## src/hw/adpcm_pkg.sv

```systemverilog
// ADPCM-A fetch package with channel count, widths, tick divider, register map and shared types
package adpcm_pkg;

    localparam int num_ch  = 6;
    localparam int cen_div = 4;     // Clocks per pipeline tick

    localparam int bank_w  = 4;
    localparam int start_w = 12;    // Start and end page
    localparam int naddr_w = 21;    // Nibble address

    // CPU register map
    localparam logic [7:0] reg_key           = 8'h00;  // Bit 7 picks key-off
    localparam logic [7:0] reg_lvl_base      = 8'h08;
    localparam logic [7:0] reg_start_lo_base = 8'h10;
    localparam logic [7:0] reg_start_hi_base = 8'h18;
    localparam logic [7:0] reg_end_lo_base   = 8'h20;
    localparam logic [7:0] reg_end_hi_base   = 8'h28;

    typedef logic [num_ch-1:0] ch_mask_t;

    typedef struct packed {
        logic [1:0] pan;
        logic [4:0] level;
    } lvl_t;

endpackage

```

## src/hw/adpcm_wr_if.sv

```systemverilog
// Write bus that carries address updates and key strobes into the address counter
`timescale 1ns/1ps
interface adpcm_wr_if;

    logic [15:0] addr_in;   // Bank in the top nibble, page below
    logic [2:0]  addr_ch;
    logic        up_start;
    logic        up_end;
    logic        aon;       // Key-on for the slot in stage 1
    logic        aoff;

    modport regs (
        output addr_in, addr_ch, up_start, up_end, aon, aoff
    );

    modport cnt (
        input  addr_in, addr_ch, up_start, up_end, aon, aoff
    );

endinterface

```

## src/hw/adpcm_ch_seq.sv

```systemverilog
// Channel sequencer that makes the pipeline tick and rotates the one-hot slot ring
`timescale 1ns/1ps
module adpcm_ch_seq (
    input  logic                clk,
    input  logic                rst_n,
    output logic                cen,
    output adpcm_pkg::ch_mask_t cur_ch,
    output adpcm_pkg::ch_mask_t en_ch
);
    import adpcm_pkg::*;

    localparam int div_w = $clog2(cen_div);

    logic [div_w-1:0] div_cnt;

    assign cen   = (div_cnt == div_w'(cen_div - 1));
    assign en_ch = {cur_ch[1:0], cur_ch[num_ch-1:2]};  // Slot sitting in stage 5

    always_ff @(posedge clk or negedge rst_n) begin
        if (!rst_n) begin
            div_cnt <= '0;
            cur_ch  <= ch_mask_t'(1);
        end else begin
            div_cnt <= cen ? '0 : div_cnt + 1'b1;
            if (cen)
                cur_ch <= {cur_ch[0], cur_ch[num_ch-1:1]};  // Next slot enters stage 1
        end
    end

endmodule

```

## src/hw/adpcm_cpu_regs.sv

```systemverilog
// CPU register block that stages address writes and issues key strobes per slot
`timescale 1ns/1ps
module adpcm_cpu_regs (
    input  logic                clk,
    input  logic                rst_n,
    input  logic                cen,
    input  adpcm_pkg::ch_mask_t cur_ch,
    input  logic                wr,
    input  logic [7:0]          reg_addr,
    input  logic [7:0]          din,
    adpcm_wr_if.regs            wr_bus
);
    import adpcm_pkg::*;

    logic [7:0] start_lo [num_ch];
    logic [7:0] start_hi [num_ch];
    logic [7:0] end_lo   [num_ch];
    logic [7:0] end_hi   [num_ch];
    ch_mask_t   pend_start;
    ch_mask_t   pend_end;
    ch_mask_t   pend_on;
    ch_mask_t   pend_off;
    logic [2:0] up_cnt;         // Ticks left in the current update round
    logic       up_is_end;
    logic [2:0] wr_ch;
    logic       ch_ok;
    ch_mask_t   wr_dec;
    logic       hit_start_hi;
    logic       hit_end_hi;
    ch_mask_t   key_m;
    ch_mask_t   key_on_m;
    ch_mask_t   key_off_m;
    ch_mask_t   slot_m;
    logic       pick_vld;
    logic       pick_end;
    logic [2:0] pick_ch;
    logic       launch;
    ch_mask_t   launch_m;

    assign wr_ch  = reg_addr[2:0];
    assign ch_ok  = wr_ch < 3'(num_ch);
    assign wr_dec = ch_ok ? ch_mask_t'(1) << wr_ch : '0;

    assign hit_start_hi = wr && ch_ok && (reg_addr[7:3] == reg_start_hi_base[7:3]);
    assign hit_end_hi   = wr && ch_ok && (reg_addr[7:3] == reg_end_hi_base[7:3]);

    assign key_m     = (wr && reg_addr == reg_key) ? din[num_ch-1:0] : '0;
    assign key_on_m  = din[7] ? '0 : key_m;
    assign key_off_m = din[7] ? key_m : '0;
    assign slot_m    = cen ? cur_ch : '0;   // Slot served on this tick

    // Lowest pending start first, then lowest pending end
    always_comb begin
        pick_vld = 1'b0;
        pick_end = 1'b0;
        pick_ch  = '0;
        for (int i = num_ch - 1; i >= 0; i--) begin
            if (pend_end[i]) begin
                pick_vld = 1'b1;
                pick_end = 1'b1;
                pick_ch  = 3'(i);
            end
        end
        for (int i = num_ch - 1; i >= 0; i--) begin
            if (pend_start[i]) begin
                pick_vld = 1'b1;
                pick_end = 1'b0;
                pick_ch  = 3'(i);
            end
        end
    end

    assign launch   = pick_vld && (up_cnt == '0);
    assign launch_m = launch ? ch_mask_t'(1) << pick_ch : '0;

    assign wr_bus.up_start = (up_cnt != '0) && !up_is_end;
    assign wr_bus.up_end   = (up_cnt != '0) && up_is_end;
    assign wr_bus.aon      = |(pend_on & cur_ch);
    assign wr_bus.aoff     = |(pend_off & cur_ch);

    always_ff @(posedge clk) begin
        if (wr && ch_ok) begin
            case (reg_addr[7:3])
                reg_start_lo_base[7:3]: start_lo[wr_ch] <= din;
                reg_start_hi_base[7:3]: start_hi[wr_ch] <= din;
                reg_end_lo_base[7:3]:   end_lo[wr_ch]   <= din;
                reg_end_hi_base[7:3]:   end_hi[wr_ch]   <= din;
                default: ;
            endcase
        end
        if (launch) begin
            wr_bus.addr_in <= pick_end ? {end_hi[pick_ch], end_lo[pick_ch]}
                                       : {start_hi[pick_ch], start_lo[pick_ch]};
            wr_bus.addr_ch <= pick_ch;
        end
    end

    always_ff @(posedge clk or negedge rst_n) begin
        if (!rst_n) begin
            pend_start <= '0;
            pend_end   <= '0;
            pend_on    <= '0;
            pend_off   <= '0;
            up_cnt     <= '0;
            up_is_end  <= 1'b0;
        end else begin
            // A new write in the launch clock keeps its bit pending
            pend_start <= (pend_start & ~(pick_end ? '0 : launch_m)) |
                          (hit_start_hi ? wr_dec : '0);
            pend_end   <= (pend_end & ~(pick_end ? launch_m : '0)) |
                          (hit_end_hi ? wr_dec : '0);
            pend_on    <= (pend_on & ~slot_m & ~key_off_m) | key_on_m;
            pend_off   <= (pend_off & ~slot_m & ~key_on_m) | key_off_m;
            if (launch) begin
                up_cnt    <= 3'(num_ch);   // One full ring round
                up_is_end <= pick_end;
            end else if (cen && up_cnt != '0) begin
                up_cnt <= up_cnt - 1'b1;
            end
        end
    end

endmodule

```

## src/hw/adpcm_addr_cnt.sv

```systemverilog
// Address counter that runs six channels through a slot pipeline and drives ROM and end flags
`timescale 1ns/1ps
module adpcm_addr_cnt (
    input  logic                clk,
    input  logic                rst_n,
    input  logic                cen,
    input  adpcm_pkg::ch_mask_t cur_ch,
    input  adpcm_pkg::ch_mask_t en_ch,
    adpcm_wr_if.cnt             wr_bus,
    output logic [19:0]         rom_addr,
    output logic [3:0]          rom_bank,
    output logic                rom_sel,
    output logic                rom_oe_n,
    output logic                decon,
    output logic                clr,
    output adpcm_pkg::ch_mask_t flags,
    input  adpcm_pkg::ch_mask_t flag_clr
);
    import adpcm_pkg::*;

    typedef struct packed {
        logic [naddr_w-1:0] addr;   // Bit 0 picks the nibble
        logic [bank_w-1:0]  bank;
        logic [start_w-1:0] start;
        logic [start_w-1:0] stop;   // End page
        logic               on;
        logic               done;
        logic               clr;
        logic               skip;   // Hold the address on the first fetch
    } stage_t;

    localparam stage_t idle_st = '{done: 1'b1, default: 0};

    stage_t   st [1:6];
    stage_t   nxt1;
    stage_t   nxt2;
    stage_t   nxt5;
    ch_mask_t addr_dec;
    logic     up1;
    logic     sumup5;
    logic     sumup6;
    logic     restart6;
    logic     fetch6;
    logic     roe_n1;
    logic     decon1;
    ch_mask_t done_sr;
    ch_mask_t last_done;
    ch_mask_t set_pulse;

    // All ROM side outputs come from stage 1
    assign rom_addr = st[1].addr[naddr_w-1:1];
    assign rom_sel  = st[1].addr[0];
    assign rom_bank = st[1].bank;
    assign rom_oe_n = roe_n1;
    assign decon    = decon1;
    assign clr      = st[1].clr;

    assign addr_dec = (wr_bus.addr_ch < 3'(num_ch)) ? ch_mask_t'(1) << wr_bus.addr_ch : '0;
    assign up1      = (cur_ch == addr_dec);
    assign sumup5   = st[5].on && !st[5].done;
    assign restart6 = st[6].clr && st[6].on;
    assign fetch6   = sumup6 && !restart6;  // Restart visit only reloads

    always_comb begin
        nxt2     = st[1];
        nxt2.on  = wr_bus.aoff ? 1'b0 : (wr_bus.aon | (st[1].on & ~st[1].done));
        nxt2.clr = wr_bus.aon & ~wr_bus.aoff;
        if (up1 && wr_bus.up_start) begin
            nxt2.start = wr_bus.addr_in[start_w-1:0];
            nxt2.bank  = wr_bus.addr_in[bank_w+start_w-1:start_w];
        end
        if (up1 && wr_bus.up_end)
            nxt2.stop = wr_bus.addr_in[start_w-1:0];
    end

    // End reached on the last nibble of the end page
    always_comb begin
        nxt5 = st[4];
        if (st[4].on)
            nxt5.done = (st[4].addr == {st[4].stop, {(naddr_w - start_w){1'b1}}}) && !st[4].clr;
    end

    always_comb begin
        nxt1     = st[6];
        nxt1.clr = restart6;
        if (restart6) begin
            nxt1.addr = {st[6].start, {(naddr_w - start_w){1'b0}}};
            nxt1.skip = 1'b1;
        end else if (sumup6) begin
            if (!st[6].skip)
                nxt1.addr = st[6].addr + 1'b1;
            nxt1.skip = 1'b0;
        end
    end

    always_ff @(posedge clk or negedge rst_n) begin
        if (!rst_n) begin
            for (int i = 1; i <= 6; i++)
                st[i] <= idle_st;
            sumup6 <= 1'b0;
            roe_n1 <= 1'b1;
            decon1 <= 1'b0;
        end else if (cen) begin
            st[1]  <= nxt1;
            st[2]  <= nxt2;
            st[3]  <= st[2];
            st[4]  <= st[3];
            st[5]  <= nxt5;
            st[6]  <= st[5];
            sumup6 <= sumup5;
            roe_n1 <= !fetch6;
            decon1 <= fetch6;
        end
    end

    // Done bits of one round in channel order once slot 5 is in stage 1
    always_ff @(posedge clk or negedge rst_n) begin
        if (!rst_n) begin
            done_sr   <= '1;
            last_done <= '1;
            set_pulse <= '0;
        end else begin
            set_pulse <= '0;
            if (cen) begin
                done_sr <= {done_sr[num_ch-2:0], st[1].done};
                if (cur_ch[num_ch-1]) begin
                    last_done <= done_sr;
                    set_pulse <= done_sr & ~last_done;  // Rising done bits only
                end
            end
        end
    end

    always_ff @(posedge clk or negedge rst_n) begin
        if (!rst_n)
            flags <= '0;
        else
            flags <= (flags | set_pulse) & ~flag_clr;
    end

endmodule

```

## src/hw/adpcm_chan_level.sv

```systemverilog
// Channel level store holding pan and level per channel for the slot in the ROM stage
`timescale 1ns/1ps
module adpcm_chan_level (
    input  logic                clk,
    input  logic                rst_n,
    input  logic                cen,
    input  adpcm_pkg::ch_mask_t cur_ch,
    input  logic                wr,
    input  logic [7:0]          reg_addr,
    input  logic [7:0]          din,
    output adpcm_pkg::lvl_t     slot_lvl
);
    import adpcm_pkg::*;

    lvl_t     lvl_q [num_ch];
    ch_mask_t nxt_ch;
    lvl_t     nxt_lvl;
    logic     lvl_wr;

    assign nxt_ch = {cur_ch[0], cur_ch[num_ch-1:1]};   // Slot entering stage 1
    assign lvl_wr = wr && (reg_addr[7:3] == reg_lvl_base[7:3]) && (reg_addr[2:0] < 3'(num_ch));

    always_comb begin
        nxt_lvl = '0;
        for (int i = 0; i < num_ch; i++) begin
            if (nxt_ch[i])
                nxt_lvl = lvl_q[i];
        end
    end

    always_ff @(posedge clk or negedge rst_n) begin
        if (!rst_n) begin
            for (int i = 0; i < num_ch; i++)
                lvl_q[i] <= '0;
            slot_lvl <= '0;
        end else begin
            if (lvl_wr)
                lvl_q[reg_addr[2:0]] <= '{pan: din[7:6], level: din[4:0]};
            if (cen)
                slot_lvl <= nxt_lvl;
        end
    end

endmodule

```

## src/hw/adpcm_slot_out.sv

```systemverilog
// Slot output stage that captures ROM bytes and tags each nibble with channel, level and pan
`timescale 1ns/1ps
module adpcm_slot_out (
    input  logic                clk,
    input  logic                rst_n,
    input  logic                cen,
    input  adpcm_pkg::ch_mask_t cur_ch,
    input  logic                decon,
    input  logic                clr,
    input  logic                rom_sel,
    input  logic [7:0]          rom_data,
    input  adpcm_pkg::lvl_t     slot_lvl,
    output logic                slot_valid,
    output logic [3:0]          slot_nibble,
    output logic [2:0]          slot_ch,
    output adpcm_pkg::lvl_t     slot_lvl_o,
    output logic                slot_clr
);
    import adpcm_pkg::*;

    logic [2:0] ch_idx;

    always_comb begin
        ch_idx = '0;
        for (int i = 0; i < num_ch; i++) begin
            if (cur_ch[i])
                ch_idx = 3'(i);
        end
    end

    // ROM byte has settled by the tick that ends the stage 1 slot
    always_ff @(posedge clk) begin
        if (cen && (decon || clr)) begin
            slot_nibble <= rom_sel ? rom_data[3:0] : rom_data[7:4];  // High nibble first
            slot_ch     <= ch_idx;
            slot_lvl_o  <= slot_lvl;
        end
    end

    always_ff @(posedge clk or negedge rst_n) begin
        if (!rst_n) begin
            slot_valid <= 1'b0;
            slot_clr   <= 1'b0;
        end else begin
            slot_valid <= cen && decon;
            slot_clr   <= cen && clr;
        end
    end

endmodule

```

## src/hw/adpcm_a_top.sv

```systemverilog
// ADPCM-A sample fetch front end joining sequencer, registers, counter, level store and output
`timescale 1ns/1ps
module adpcm_a_top (
    input  logic                clk,
    input  logic                rst_n,
    input  logic                wr,
    input  logic [7:0]          reg_addr,
    input  logic [7:0]          din,
    output logic [19:0]         rom_addr,
    output logic [3:0]          rom_bank,
    output logic                rom_oe_n,
    input  logic [7:0]          rom_data,
    input  adpcm_pkg::ch_mask_t flag_clr,
    output adpcm_pkg::ch_mask_t flags,
    output logic                slot_valid,
    output logic [3:0]          slot_nibble,
    output logic [2:0]          slot_ch,
    output logic [1:0]          slot_pan,
    output logic [4:0]          slot_level,
    output logic                slot_clr
);
    import adpcm_pkg::*;

    logic     cen;
    ch_mask_t cur_ch;
    ch_mask_t en_ch;
    logic     rom_sel;
    logic     decon;
    logic     clr;
    lvl_t     slot_lvl;     // Stage 1 slot
    lvl_t     slot_lvl_o;   // Aligned with slot_nibble

    adpcm_wr_if wr_bus ();

    adpcm_ch_seq seq_i (
        .clk    (clk),
        .rst_n  (rst_n),
        .cen    (cen),
        .cur_ch (cur_ch),
        .en_ch  (en_ch)
    );

    adpcm_cpu_regs regs_i (
        .clk      (clk),
        .rst_n    (rst_n),
        .cen      (cen),
        .cur_ch   (cur_ch),
        .wr       (wr),
        .reg_addr (reg_addr),
        .din      (din),
        .wr_bus   (wr_bus.regs)
    );

    adpcm_addr_cnt cnt_i (
        .clk      (clk),
        .rst_n    (rst_n),
        .cen      (cen),
        .cur_ch   (cur_ch),
        .en_ch    (en_ch),
        .wr_bus   (wr_bus.cnt),
        .rom_addr (rom_addr),
        .rom_bank (rom_bank),
        .rom_sel  (rom_sel),
        .rom_oe_n (rom_oe_n),
        .decon    (decon),
        .clr      (clr),
        .flags    (flags),
        .flag_clr (flag_clr)
    );

    adpcm_chan_level lvl_i (
        .clk      (clk),
        .rst_n    (rst_n),
        .cen      (cen),
        .cur_ch   (cur_ch),
        .wr       (wr),
        .reg_addr (reg_addr),
        .din      (din),
        .slot_lvl (slot_lvl)
    );

    adpcm_slot_out out_i (
        .clk         (clk),
        .rst_n       (rst_n),
        .cen         (cen),
        .cur_ch      (cur_ch),
        .decon       (decon),
        .clr         (clr),
        .rom_sel     (rom_sel),
        .rom_data    (rom_data),
        .slot_lvl    (slot_lvl),
        .slot_valid  (slot_valid),
        .slot_nibble (slot_nibble),
        .slot_ch     (slot_ch),
        .slot_lvl_o  (slot_lvl_o),
        .slot_clr    (slot_clr)
    );

    assign slot_pan   = slot_lvl_o.pan;
    assign slot_level = slot_lvl_o.level;

endmodule

```

## config.mk

```make
export PLATFORM = sky130hd
export DESIGN_NAME = adpcm_a_top
export DESIGN_NICKNAME = d
export VERILOG_FILES = /design/src/hw/adpcm_pkg.sv /design/src/hw/adpcm_wr_if.sv /design/src/hw/adpcm_ch_seq.sv /design/src/hw/adpcm_cpu_regs.sv /design/src/hw/adpcm_addr_cnt.sv /design/src/hw/adpcm_chan_level.sv /design/src/hw/adpcm_slot_out.sv /design/src/hw/adpcm_a_top.sv
export SDC_FILE = /design/constraint.sdc
export NUM_CORES = 1
export LEC_CHECK = 0
export ABC_AREA = 1
export ABC_CLOCK_PERIOD_IN_PS = 4900
export BUFFER_PORTS_ARGS = -buffer_cell sky130_fd_sc_hd__buf_2
export CAP_MARGIN = 40
export CORE_MARGIN = 10
export CORE_UTILIZATION = 67
export DETAILED_ROUTE_END_ITERATION = 16
export PLACE_DENSITY = 0.85
export SETUP_SLACK_MARGIN = 0.02
export SLEW_MARGIN = 20
export SYNTH_ARGS = -nofsm -noshare
export SYNTH_HDL_FRONTEND = slang
export SYNTH_SLANG_ARGS = --single-unit
```

## constraint.sdc

```tcl
create_clock -name clk -period 4.9 [get_ports clk]
set_input_delay 0.49 -clock clk [delete_from_list [all_inputs] [get_ports clk]]
set_output_delay 0.49 -clock clk [all_outputs]
set_load 0.02 [all_outputs]
```

==> run summary, run 1 <==
Buffers on Ports: 79
Peak VDD IR: 0.371 mV
Fraction of layout cells with a size suffix above 1: 0.0862
Hpwl dp: 40,700 µm
Register Area: 17,500 µm²
Final ANT Viol Nets: 0
Area leader, netlist: dfrtp_1
Remaining Overflow, GRT: 0
Crit path max-delay cell type: nor2_4
Antenna violations before repair: 1
Pwr Density: 380 nW/µm²
Sequential share of power: 0.508
Place WS: 1.80 ns
Fmax: 312 MHz
Minimum clock period: 3.20 ns
# IOs: 80
Actual slew at the worst max-slew pin: 0.902 ns
Most frequent cells in the layout: nand2_1, dfrtp_1, o21ai_0
Fillers: 2,593
Share of the synthesized area in the top cell type: 0.384
Starting density of the core: 0.677
Crit path cell chain: inv_1, nand2_1, nand2_1, nand2_1, nand2_1, nand2_1, nand2_1, nand2_1, nand2_2, nand2_1, nand2_2, nand2_2, buf_4, nor2_4, nand2_1, o21ai_0, o21ai_0
Unrepaired setup endpoints after global routing: no
Final Skew: 0.0158 ns
Worst Path Max Fanout: 34
CTS tree: done
WL/cell: 19.6 µm
Outcome: completed
Post-CTS sizing: 0
Part of the Yosys area used for sequential elements: 0.651
Worst min-delay path category: input port to flip-flop
Post-route setup slack: 1.70 ns
CTS buffer count: 61
Num rows: 73
Clock Path Buffers: 3
Critical path class: flip-flop to flip-flop
Final wirelength: 65,600 µm
Max-cap violations: 0
Top FF cell, synth: dfrtp_1
Nets@finish: 2,805
Die Ht: 220 µm
Most common cell after layout, fill and taps aside: nand2_1
1st-pass router iterations: 6
DIE AREA: 48,500 µm²
Synthesized Nets: 2,787
Comb power frac: 0.054
Multi-input combinational cell area: 7650 µm²
Final RePlAce weighted congestion: 0.980
Area grow syn2layout: 10.7%
Placed cell areas: 27,500 µm²
Worst-Skew Late Latency: 0.62 ns
Critical path arrival: 3.69 ns
Leakage: 13.2 nW
First-pass GRT wire length: 105,000 µm
CP peak stage delay: 0.69 ns
Design internal power: 8.76 mW
Synth Register Bits: 654
Post-layout util: 0.749
Hold Vio Cnt, Final: 0
Ranking of synthesized cells by area: dfrtp_1, edfxtp_1, nand2_1
Syn Area/Cell: 9.78 µm²
Syn Inst Count: 2,750
Largest net degree at the start of global routing: 170
Root Buffer: clkbuf_16
CP endpoint kind: flip-flop
Initial DRC Count: 2,505
EDFF count, synth: 225
Netlist cell types: 44
Clock power share: 0.438
Type of origin of the critical path: flip-flop
DRC Markers: 0
Vias in the first global route: 19.5k
Worst Path Required: 5.39 ns
Core Area: 39,700 µm²
Synthesized area: 26,900 µm²
GRT Total Usage: 0.272
Post-CTS setup buffer count: 0
Final period util: 0.653
Max-slew violations: 0
Synthesis warning total: 0
Post-route cell area: 29,800 µm²
Via density: 5.92
Sw frac: 0.226
Sink Count: 654
Setup TNS: 0 ns
Switching power: 2.55 mW
Slew margin rel.: 0.396
Non-Filler Instances: 3,346
DP Cell Count: 3,218
Crit-path most repeated cell: nand2_1
CTS H-Tree Depth: 2
Routed via count: 19.8k
Reg-to-reg setup timing slack: 1.70 ns
Die X: 220 µm
Final setup vio count: 0
Fraction of registers with async set/reset: 0.656
Clk slew on worst S/H paths: 0.07 ns
==> through the flow <==
stage               hold WS (ns)  power, mW
floorplan                  0.194       6.21
finish                    0.0271       11.3
CTS                      0.00201       11.3
global placement           0.432       6.43
global route             0.00720       11.6
detailed placement         0.431       6.45
==> cells by family (layout without fill, tap and decap cells) <==
group	after synthesis	after routing	synth area share
AND/OR/NAND/NOR	1166	1166	0.176
other	0	1	0
AO/OA/AOI/OAI	490	490	0.0981
flip-flops	654	654	0.651
XOR/XNOR	24	24	0.00782
buffers and inverters	412	482	0.0646
adder cells (fa/ha/maj)	4	4	0.00186
==> layout make-up <==
| class | count | area share |
|---|---|---|
| inverter | 249 | 0.0317 |
| tap | 525 | 0.0221 |
| clock buffer | 89 | 0.0614 |
| sequential | 654 | 0.588 |
| clock inverter | 26 | 0.00988 |
| antenna | 1 | 0.0000841 |
| multi-input combinational | 1684 | 0.257 |
| timing repair buffer | 118 | 0.0294 |
==> per-layer routing <==
layer | up-vias | share of wire | GRT usage
li1 | 9036 | - | -
met1 | 9681 | 0.40 | 0.363
met2 | 912 | 0.49 | 0.445
met3 | 164 | 0.082 | 0.0515
met4 | 0 | 0.034 | 0.0950
met5 | - | 0 | 0
==> synthesized netlist by cell type (all sizes together), types with 6 or more instances <==
master    n
a21boi   16
inv     248
nor4      6
nand2   756
nor2    210
a22oi     8
nand3   137
clkbuf  100
xor2     21
dfstp    17
dfrtp   412
nor3     15
edfxtp  225
o211ai   22
nand4    40
a21oi    55
buf      63
o21ai   366
o22ai     7
==> repair_timing <==
| item | CTS | global route |
|---|---|---|
| hold buffers | 6 | 0 |
| endpoints found under the hold margin | 70 | 0 |
| setup endpoints to repair | 0 | 0 |
==> registers in the layout, indices dropped and copies added, names as in the netlist, 7 cells and up <==
signal	flops
cnt_i.st	205
out_i.slot_lvl_o	7
regs_i.end_lo	48
lvl_i.lvl_q	42
cnt_i.nxt5	52
cnt_i.nxt1	30
regs_i.wr_bus.addr_in	16
regs_i.end_hi	48
regs_i.start_hi	48
cnt_i.rom_addr	20
lvl_i.slot_lvl	7
regs_i.start_lo	48
==> power by group through the flow <==
stage	Sequential [mW]	Combinational [mW]	Clock, mW
after detailed placement	5.85	0.601	0
final	5.75	0.616	4.95
after global routing	5.74	0.682	5.21
after global placement	5.85	0.583	0
after CTS	5.74	0.609	4.99
after floorplan	5.83	0.384	0
==> critical path, delay by kind of cell, from the launching register on <==
family / cells / cell delay [ns]
flip-flops: 1 / 0.39
buffers and inverters: 2 / 0.33
AND/OR/NAND/NOR: 13 / 1.98
AO/OA/AOI/OAI: 2 / 0.35
==> path summary, 6_finish.rpt <==
path | start | depth (start not counted) | end
max | regs_i.pend_end[4] | 17 | regs_i.pend_end[5]
min | flag_clr[5] | 2 | cnt_i.flags[5]
max reg2reg | regs_i.pend_end[4] | 17 | regs_i.pend_end[5]
min reg2reg | lvl_i.slot_lvl[6] | 0 | out_i.slot_lvl_o[6]
max in group asynchronous | rst_n | 3 | lvl_i.slot_lvl[0]
min in group asynchronous | rst_n | 2 | cnt_i.set_pulse[0]
Note: power is estimated with default switching activity, not from simulation.
==> run 2, diff against run 1 <==
ABC_AREA = 0   (was 1)
ABC_CLOCK_PERIOD_IN_PS = 2700   (was 4900)
CORE_UTILIZATION = 56   (was 67)
PLACE_DENSITY = 0.76   (was 0.85)
clock period = 2.7 ns   (was 4.9 ns; I/O delays follow)
==> run summary, run 2 <==
CTS buffer count: 67 (+9.8%)
# IOs: 80 (unchanged)
CP endpoint kind: flip-flop
Adder-cell share of the synthesized area: 0.00191 (+0.0000477)
Max-cap violations: 0 (unchanged)
Post-synth top cells: dfrtp_1, mux2_2, edfxtp_1, nand2_1, nor2_1
First-pass GRT wire length: 89,700 µm (-14%)
Clk slew on worst S/H paths: 0.06 ns (about the same)
Buffers on Ports: 79 (unchanged)
GRT Total Usage: 0.199 (-0.0732)
Worst-Skew Late Latency: 0.59 ns (-0.03 ns)
Netlist cell types: 63 (+43%)
Post-synthesis simple-gate area fraction: 0.0758 (-0.100)
Syn Area/Cell: 13.7 µm² (+40%)
Power Total: 22.1 mW (+96%)
Worst Path Max Fanout: 18 (-47%)
Antenna violations before repair: 0 (-1)
Non-Filler Instances: 2,682 (-20%)
Fmax: 415 MHz (+33%)
Final hold slack: 0.162 ns (+0.135 ns)
Hpwl dp: 35,700 µm (-12%)
Ranking of synthesized cells by area: dfrtp_1, edfxtp_1, mux2_2
Syn Inst Count: 1,910 (-31%)
Reg2Reg Depth: 6 (-11)
Die Ht: 236 µm (+7.3%)
Top FF cell, synth: dfrtp_1
CTS H-Tree Depth: 3 (+1)
Critical path class: flip-flop to flip-flop
DP Cell Count: 2,550 (-21%)
Most frequent cells in the layout: dfrtp_1, mux2_2, edfxtp_1
Synthesized Nets: 1,947 (-30%)
Largest family of logic cells by synthesized area: multiplexers
WL/cell: 20.7 µm (+5.7%)
Largest register FFs: 205 (unchanged)
Sw frac: 0.239 (+0.0137)
Pwr Density: 740 nW/µm² (+95%)
Unrepaired setup endpoints after global routing: no
Design internal power: 16.8 mW (+92%)
Hold Vio Cnt, Final: 0 (unchanged)
Critical path arrival: 2.74 ns (-0.95 ns)
Reg2Reg Launch Point: regs_i.pend_end[1]
Nets@finish: 2,064 (-26%)
Type of origin of the critical path: flip-flop
Clock Path Buffers: 3 (unchanged)
Die X: 236 µm (+7.3%)
DRC Markers: 0 (unchanged)
Leakage: 13.0 nW (-1.5%)
Final period util: 0.892 (+0.238)
Worst Path Required: 3.04 ns (-2.35 ns)
Num rows: 79 (+8.2%)
Initial DRC Count: 1,244 (-50%)
Clock power share: 0.417 (-0.021)
EDFF count, synth: 225 (unchanged)
Share of the synthesized area in the top cell type: 0.393 (+0.00983)
Remaining Overflow, GRT: 0 (unchanged)
Comb power frac: 0.101 (+0.047)
Routed via count: 15.5k (-22%)
Area grow syn2layout: 14.2%
Biggest register: cnt_i.st
Core Area: 46,500 µm² (+17%)
Switching power: 5.30 mW (+110%)
Synth Area in XOR/XNOR: 0.0107 (+0.00287)
Outcome: completed
Worst hold path depth: 1 (-1)
Post-synthesis mux area share: 0.156 (+0.156)
Synth Register Bits: 654 (unchanged)
Sink Count: 654 (unchanged)
Vias in the first global route: 16.2k (-17%)
Fraction of layout cells with a size suffix above 1: 0.290 (+0.203)
Most common cell after layout, fill and taps aside: dfrtp_1
Compound-gate portion of the synthesized area: 0.0604 (-0.0377)
Max-slew violations: 0 (unchanged)
Area leader, netlist: dfrtp_1
Worst min-delay path category: input port to flip-flop
Sequential share of power: 0.482 (-0.026)
Part of the Yosys area used for sequential elements: 0.668 (+0.0167)
Starting density of the core: 0.564 (-0.112)
Synthesized area: 26,200 µm² (-2.5%)
Minimum clock period: 2.41 ns (-0.794 ns)
Synthesis warning total: 0 (unchanged)
Final Skew: 0.0199 ns (+0.00410 ns)
DIE AREA: 55,900 µm² (+15%)
Fraction of registers with async set/reset: 0.656 (unchanged)
Actual slew at the worst max-slew pin: 0.843 ns (-0.0589 ns)
Peak VDD IR: 0.759 mV (+100%)
Final wirelength: 55,600 µm (-15%)
Final RePlAce weighted congestion: 0.884 (-9.8%)
CTS tree: done
Final ANT Viol Nets: 0 (unchanged)
1st-pass router iterations: 6 (unchanged)
Root Buffer: clkbuf_16
Setup TNS: 0 ns (unchanged)
Antenna cells: 0 (-1)
Most frequent cell after synthesis: dfrtp_1
Final setup vio count: 0 (unchanged)
Slew margin rel.: 0.438 (+0.0415)
Via density: 5.79 (-2.1%)
Largest net degree at the start of global routing: 84 (-51%)
CP startpoint: regs_i.pend_end[1]
Min-delay src: din[1]
[run 2: cell count changes after synthesis, sizes merged, moves of 22 or more]
cell / delta
nand4: -30
mux2i: +47
mux2: +321
nor2: -105
a21oi: +23
nand2: -545
clkbuf: -22
buf: -23
nand3: -74
inv: -210
o21ai: -313
a31oi: +23
[run 2: layer usage]
metal | global-route usage | share of wire | up-vias
met3 | 0.0353 | 0.049 | 111
li1 | - | - | 7095
met1 | 0.257 | 0.42 | 7892
met4 | 0.0687 | 0.026 | 0
met5 | 0 | 0 | -
met2 | 0.334 | 0.50 | 431
[run 2: timing repair]
item | 4_1_cts | 5_1_grt
hold buffers | 15 | 0
setup buffers | 0 | 0
endpoints found under the hold margin | 69 | 0
gates resized for setup | 0 | 0
[run 2: final cells by class]
| class | instances | area (µm²) |
|---|---|---|
| Clock buffer | 98 | 1980 |
| Clock inverter | 19 | 228 |
| Fill cell | 3352 | 16500 |
| Inverter | 39 | 146 |
| Multi-Input combinational cell | 1099 | 8010 |
| Sequential cell | 654 | 17500 |
| Tap cell | 607 | 759 |
| Timing Repair Buffer | 166 | 1300 |
[run 2: critical path, stage by stage (launching register included)]
cell and delay, ns:
dfrtp_1 0.43, or4_1 0.53, o21ai_1 0.17, nand2_1 0.20, inv_2 0.38, a31oi_1 0.17
a311o_1 0.29
[run 2: worst paths after layout]
| check | end | slack, ns |
|---|---|---|
| max | regs_i.wr_bus.addr_in[3] | 0.29 |
| max in group asynchronous | seq_i.cur_ch[0] | 1.56 |
| min | regs_i.end_hi[2][1] | 0.16 |
| min reg2reg | out_i.slot_lvl_o[4] | 0.44 |
| max reg2reg | regs_i.wr_bus.addr_in[3] | 0.29 |
| min in group asynchronous | cnt_i.nxt1[17] | 0.23 |
[run 2: cells by family (layout without fill, tap and decap cells)]
kind of cell | Yosys count | count (layout)
xor gates and xnor gates | 32 | 32
adders and majority gates | 4 | 4
AOI/OAI and AO/OA | 248 | 248
buffers and inverters | 157 | 322
muxes | 368 | 368
and+or+nand+nor | 447 | 447
DFF | 654 | 654
[run 2: power by group through the flow]
stage               logic [mW]  clock network, mW  registers [mW]
CTS                       2.24               9.41            10.7
detailed placement        2.21                  0            10.9
global route              2.45               9.79            10.7
floorplan                 1.35                  0            10.7
global placement          2.17                  0            10.9
finish                    2.24               9.23            10.7
[run 2: through the flow]
stage,utilization,setup WS (ns),instance area [µm²]
3_3_place_gp,0.594,0.368,27600
2_1_floorplan,-,0.543,26200
6_report,0.644,0.292,29900
5_1_grt,0.644,0.0791,29900
3_5_place_dp,0.594,0.327,27600
4_1_cts,0.644,0.277,29900
==> run 3, diff against run 2 <==
ABC_CLOCK_PERIOD_IN_PS = 2760   (was 2700)
CORE_UTILIZATION = 62   (was 56)
PLACE_DENSITY = 0.79   (was 0.76)
clock period = 2.76 ns   (was 2.7 ns; I/O delays follow)
==> run summary, run 3 (same netlist as run 2, synthesis figures left out) <==
Crit path cell chain: inv_1, a2111oi_0, a21o_2, buf_12, mux2i_1, a221oi_1, a311o_1
Starting density of the core: 0.626 (+0.0621)
CTS buffer count: 67 (unchanged)
Most common cell after layout, fill and taps aside: dfrtp_1
Most frequent cells in the layout: dfrtp_1, mux2_2, edfxtp_1
Switching power: 5.20 mW (-1.8%)
Peak VDD IR: 0.513 mV (-32%)
Via density: 6.07 (+4.9%)
Unrepaired setup endpoints after global routing: no
Design internal power: 16.2 mW (-3.7%)
Final period util: 0.909 (+0.0167)
Setup TNS: 0 ns (unchanged)
Initial DRC Count: 1,566 (+26%)
Actual slew at the worst max-slew pin: 0.825 ns (-0.0183 ns)
Minimum clock period: 2.51 ns (+0.0995 ns)
Die Ht: 226 µm (-4.5%)
1st-pass router iterations: 6 (unchanged)
Comb power frac: 0.101 (about the same)
Die X: 226 µm (-4.5%)
Final setup vio count: 0 (unchanged)
Area grow syn2layout: 13.6%
Largest register FFs: 205 (unchanged)
First-pass GRT wire length: 89,900 µm (+0.18%)
Antenna cells: 0 (unchanged)
Clk slew on worst S/H paths: 0.06 ns (about the same)
Vias in the first global route: 16.0k (-1.3%)
Max-cap violations: 0 (unchanged)
Worst min-delay path category: input port to flip-flop
Slew margin rel.: 0.448 (+0.0102)
CP peak stage delay: 0.47 ns (-0.06 ns)
Worst Path Required: 3.10 ns (+0.06 ns)
Fmax: 399 MHz (-4.0%)
Power Total: 21.4 mW (-3.2%)
CTS tree: done
Antenna violations before repair: 0 (unchanged)
Core Area: 41,900 µm² (-9.9%)
Routed via count: 15.9k (+2.1%)
CP delay by family, top: compound AO/OA/AOI/OAI gates
Final Skew: 0.0242 ns (+0.00429 ns)
Buffers on Ports: 79 (unchanged)
Non-Filler Instances: 2,611 (-2.6%)
Hold Vio Cnt, Final: 0 (unchanged)
Largest net degree at the start of global routing: 87 (+3.6%)
Remaining Overflow, GRT: 0 (unchanged)
CTS H-Tree Depth: 3 (unchanged)
CP endpoint kind: flip-flop
Root Buffer: clkbuf_16
Final wirelength: 56,900 µm (+2.4%)
Leakage: 12.9 nW (-0.33%)
DIE AREA: 50,900 µm² (-8.9%)
Critical path arrival: 2.85 ns (+0.11 ns)
Nets@finish: 2,059 (-0.24%)
DRC Markers: 0 (unchanged)
Biggest register: cnt_i.st
Crit path max-delay cell type: a2111oi_0
Final RePlAce weighted congestion: 0.928 (+5.0%)
Outcome: completed
Critical path class: flip-flop to flip-flop
Sw frac: 0.243 (+0.00367)
Hpwl dp: 35,600 µm (-0.30%)
Final hold slack: 0.0531 ns (-0.109 ns)
Sequential share of power: 0.488 (+0.006)
Num rows: 75 (-5.1%)
Crit path buf inv count: 2 (+1)
WL/cell: 21.8 µm (+5.2%)
Clock power share: 0.412 (-0.005)
Max-slew violations: 0 (unchanged)
Fraction of layout cells with a size suffix above 1: 0.290 (about the same)
Worst-Skew Late Latency: 0.59 ns (about the same)
Clock Path Buffers: 3 (unchanged)
GRT Total Usage: 0.226 (+0.0265)
Sink Count: 654 (unchanged)
DP Cell Count: 2,472 (-3.1%)
Worst Path Max Fanout: 67 (+49)
Pwr Density: 719 nW/µm² (-2.8%)
Type of origin of the critical path: flip-flop
# IOs: 80 (unchanged)
Final ANT Viol Nets: 0 (unchanged)
==> run 3: what timing repair did <==
action                     CTS  global route
hold buffers                15             0
hold endpoints to repair    71             0
gates resized for setup      0             1
setup buffers                0             4
setup endpoints to repair    0             3
==> run 3: metrics by stage <==
stage	setup WS [ns]	instance area, µm²	util
6_report	0.252	29800	0.712
5_1_grt	0.0263	29800	0.712
4_1_cts	0.280	29700	0.710
3_5_place_dp	0.317	27400	0.655
3_3_place_gp	0.430	27400	0.655
2_1_floorplan	0.603	26200	-
==> run 3: final timing paths <==
kind                                                  to          startpoint  cells past startpoint  slack (ns)
worst max-delay path            regs_i.wr_bus.addr_in[9]  regs_i.pend_end[0]                      7        0.25
min in group asynchronous                 cnt_i.nxt5[17]               rst_n                      2        0.24
worst max register to register  regs_i.wr_bus.addr_in[9]  regs_i.pend_end[0]                      7        0.25
worst min-delay path                  regs_i.pend_off[2]              din[2]                      3        0.05
worst min register to register       out_i.slot_lvl_o[5]   lvl_i.slot_lvl[5]                      0        0.45
max in group asynchronous             cnt_i.last_done[0]               rst_n                      3        1.62
==> run 3: worst min-delay path, delay by kind of cell <==
kind	cells	cell delay [ns]
buffers and inverters	1	0.17
and+or+nand+nor	2	0.15
==> run 3: cell type report <==
| cell class | instances | area, µm² |
|---|---|---|
| tap | 539 | 674 |
| timing repair buffer | 161 | 1280 |
| inverter | 39 | 150 |
| multi-input combinational | 1099 | 8010 |
| sequential | 654 | 17500 |
| clock buffer | 100 | 2010 |
| clock inverter | 19 | 154 |
| fill | 2718 | 12100 |
==> run 3: power groups by stage <==
| stage | sequential [mW] | clock, mW | combinational, mW |
|---|---|---|---|
| final | 10.4 | 8.82 | 2.16 |
| after global placement | 10.6 | 0 | 2.05 |
| after CTS | 10.4 | 8.94 | 2.14 |
| after detailed placement | 10.6 | 0 | 2.10 |
| after floorplan | 10.5 | 0 | 1.32 |
| after global routing | 10.5 | 9.34 | 2.34 |
==> run 3: routing by layer <==
layer  part of all wire  global-route usage  vias to the layer above
met5                  0                   0                        -
met4              0.028              0.0669                        0
met3              0.067              0.0475                      123
met2               0.48               0.362                      600
met1               0.42               0.307                     8028
li1                   -                   -                     7106
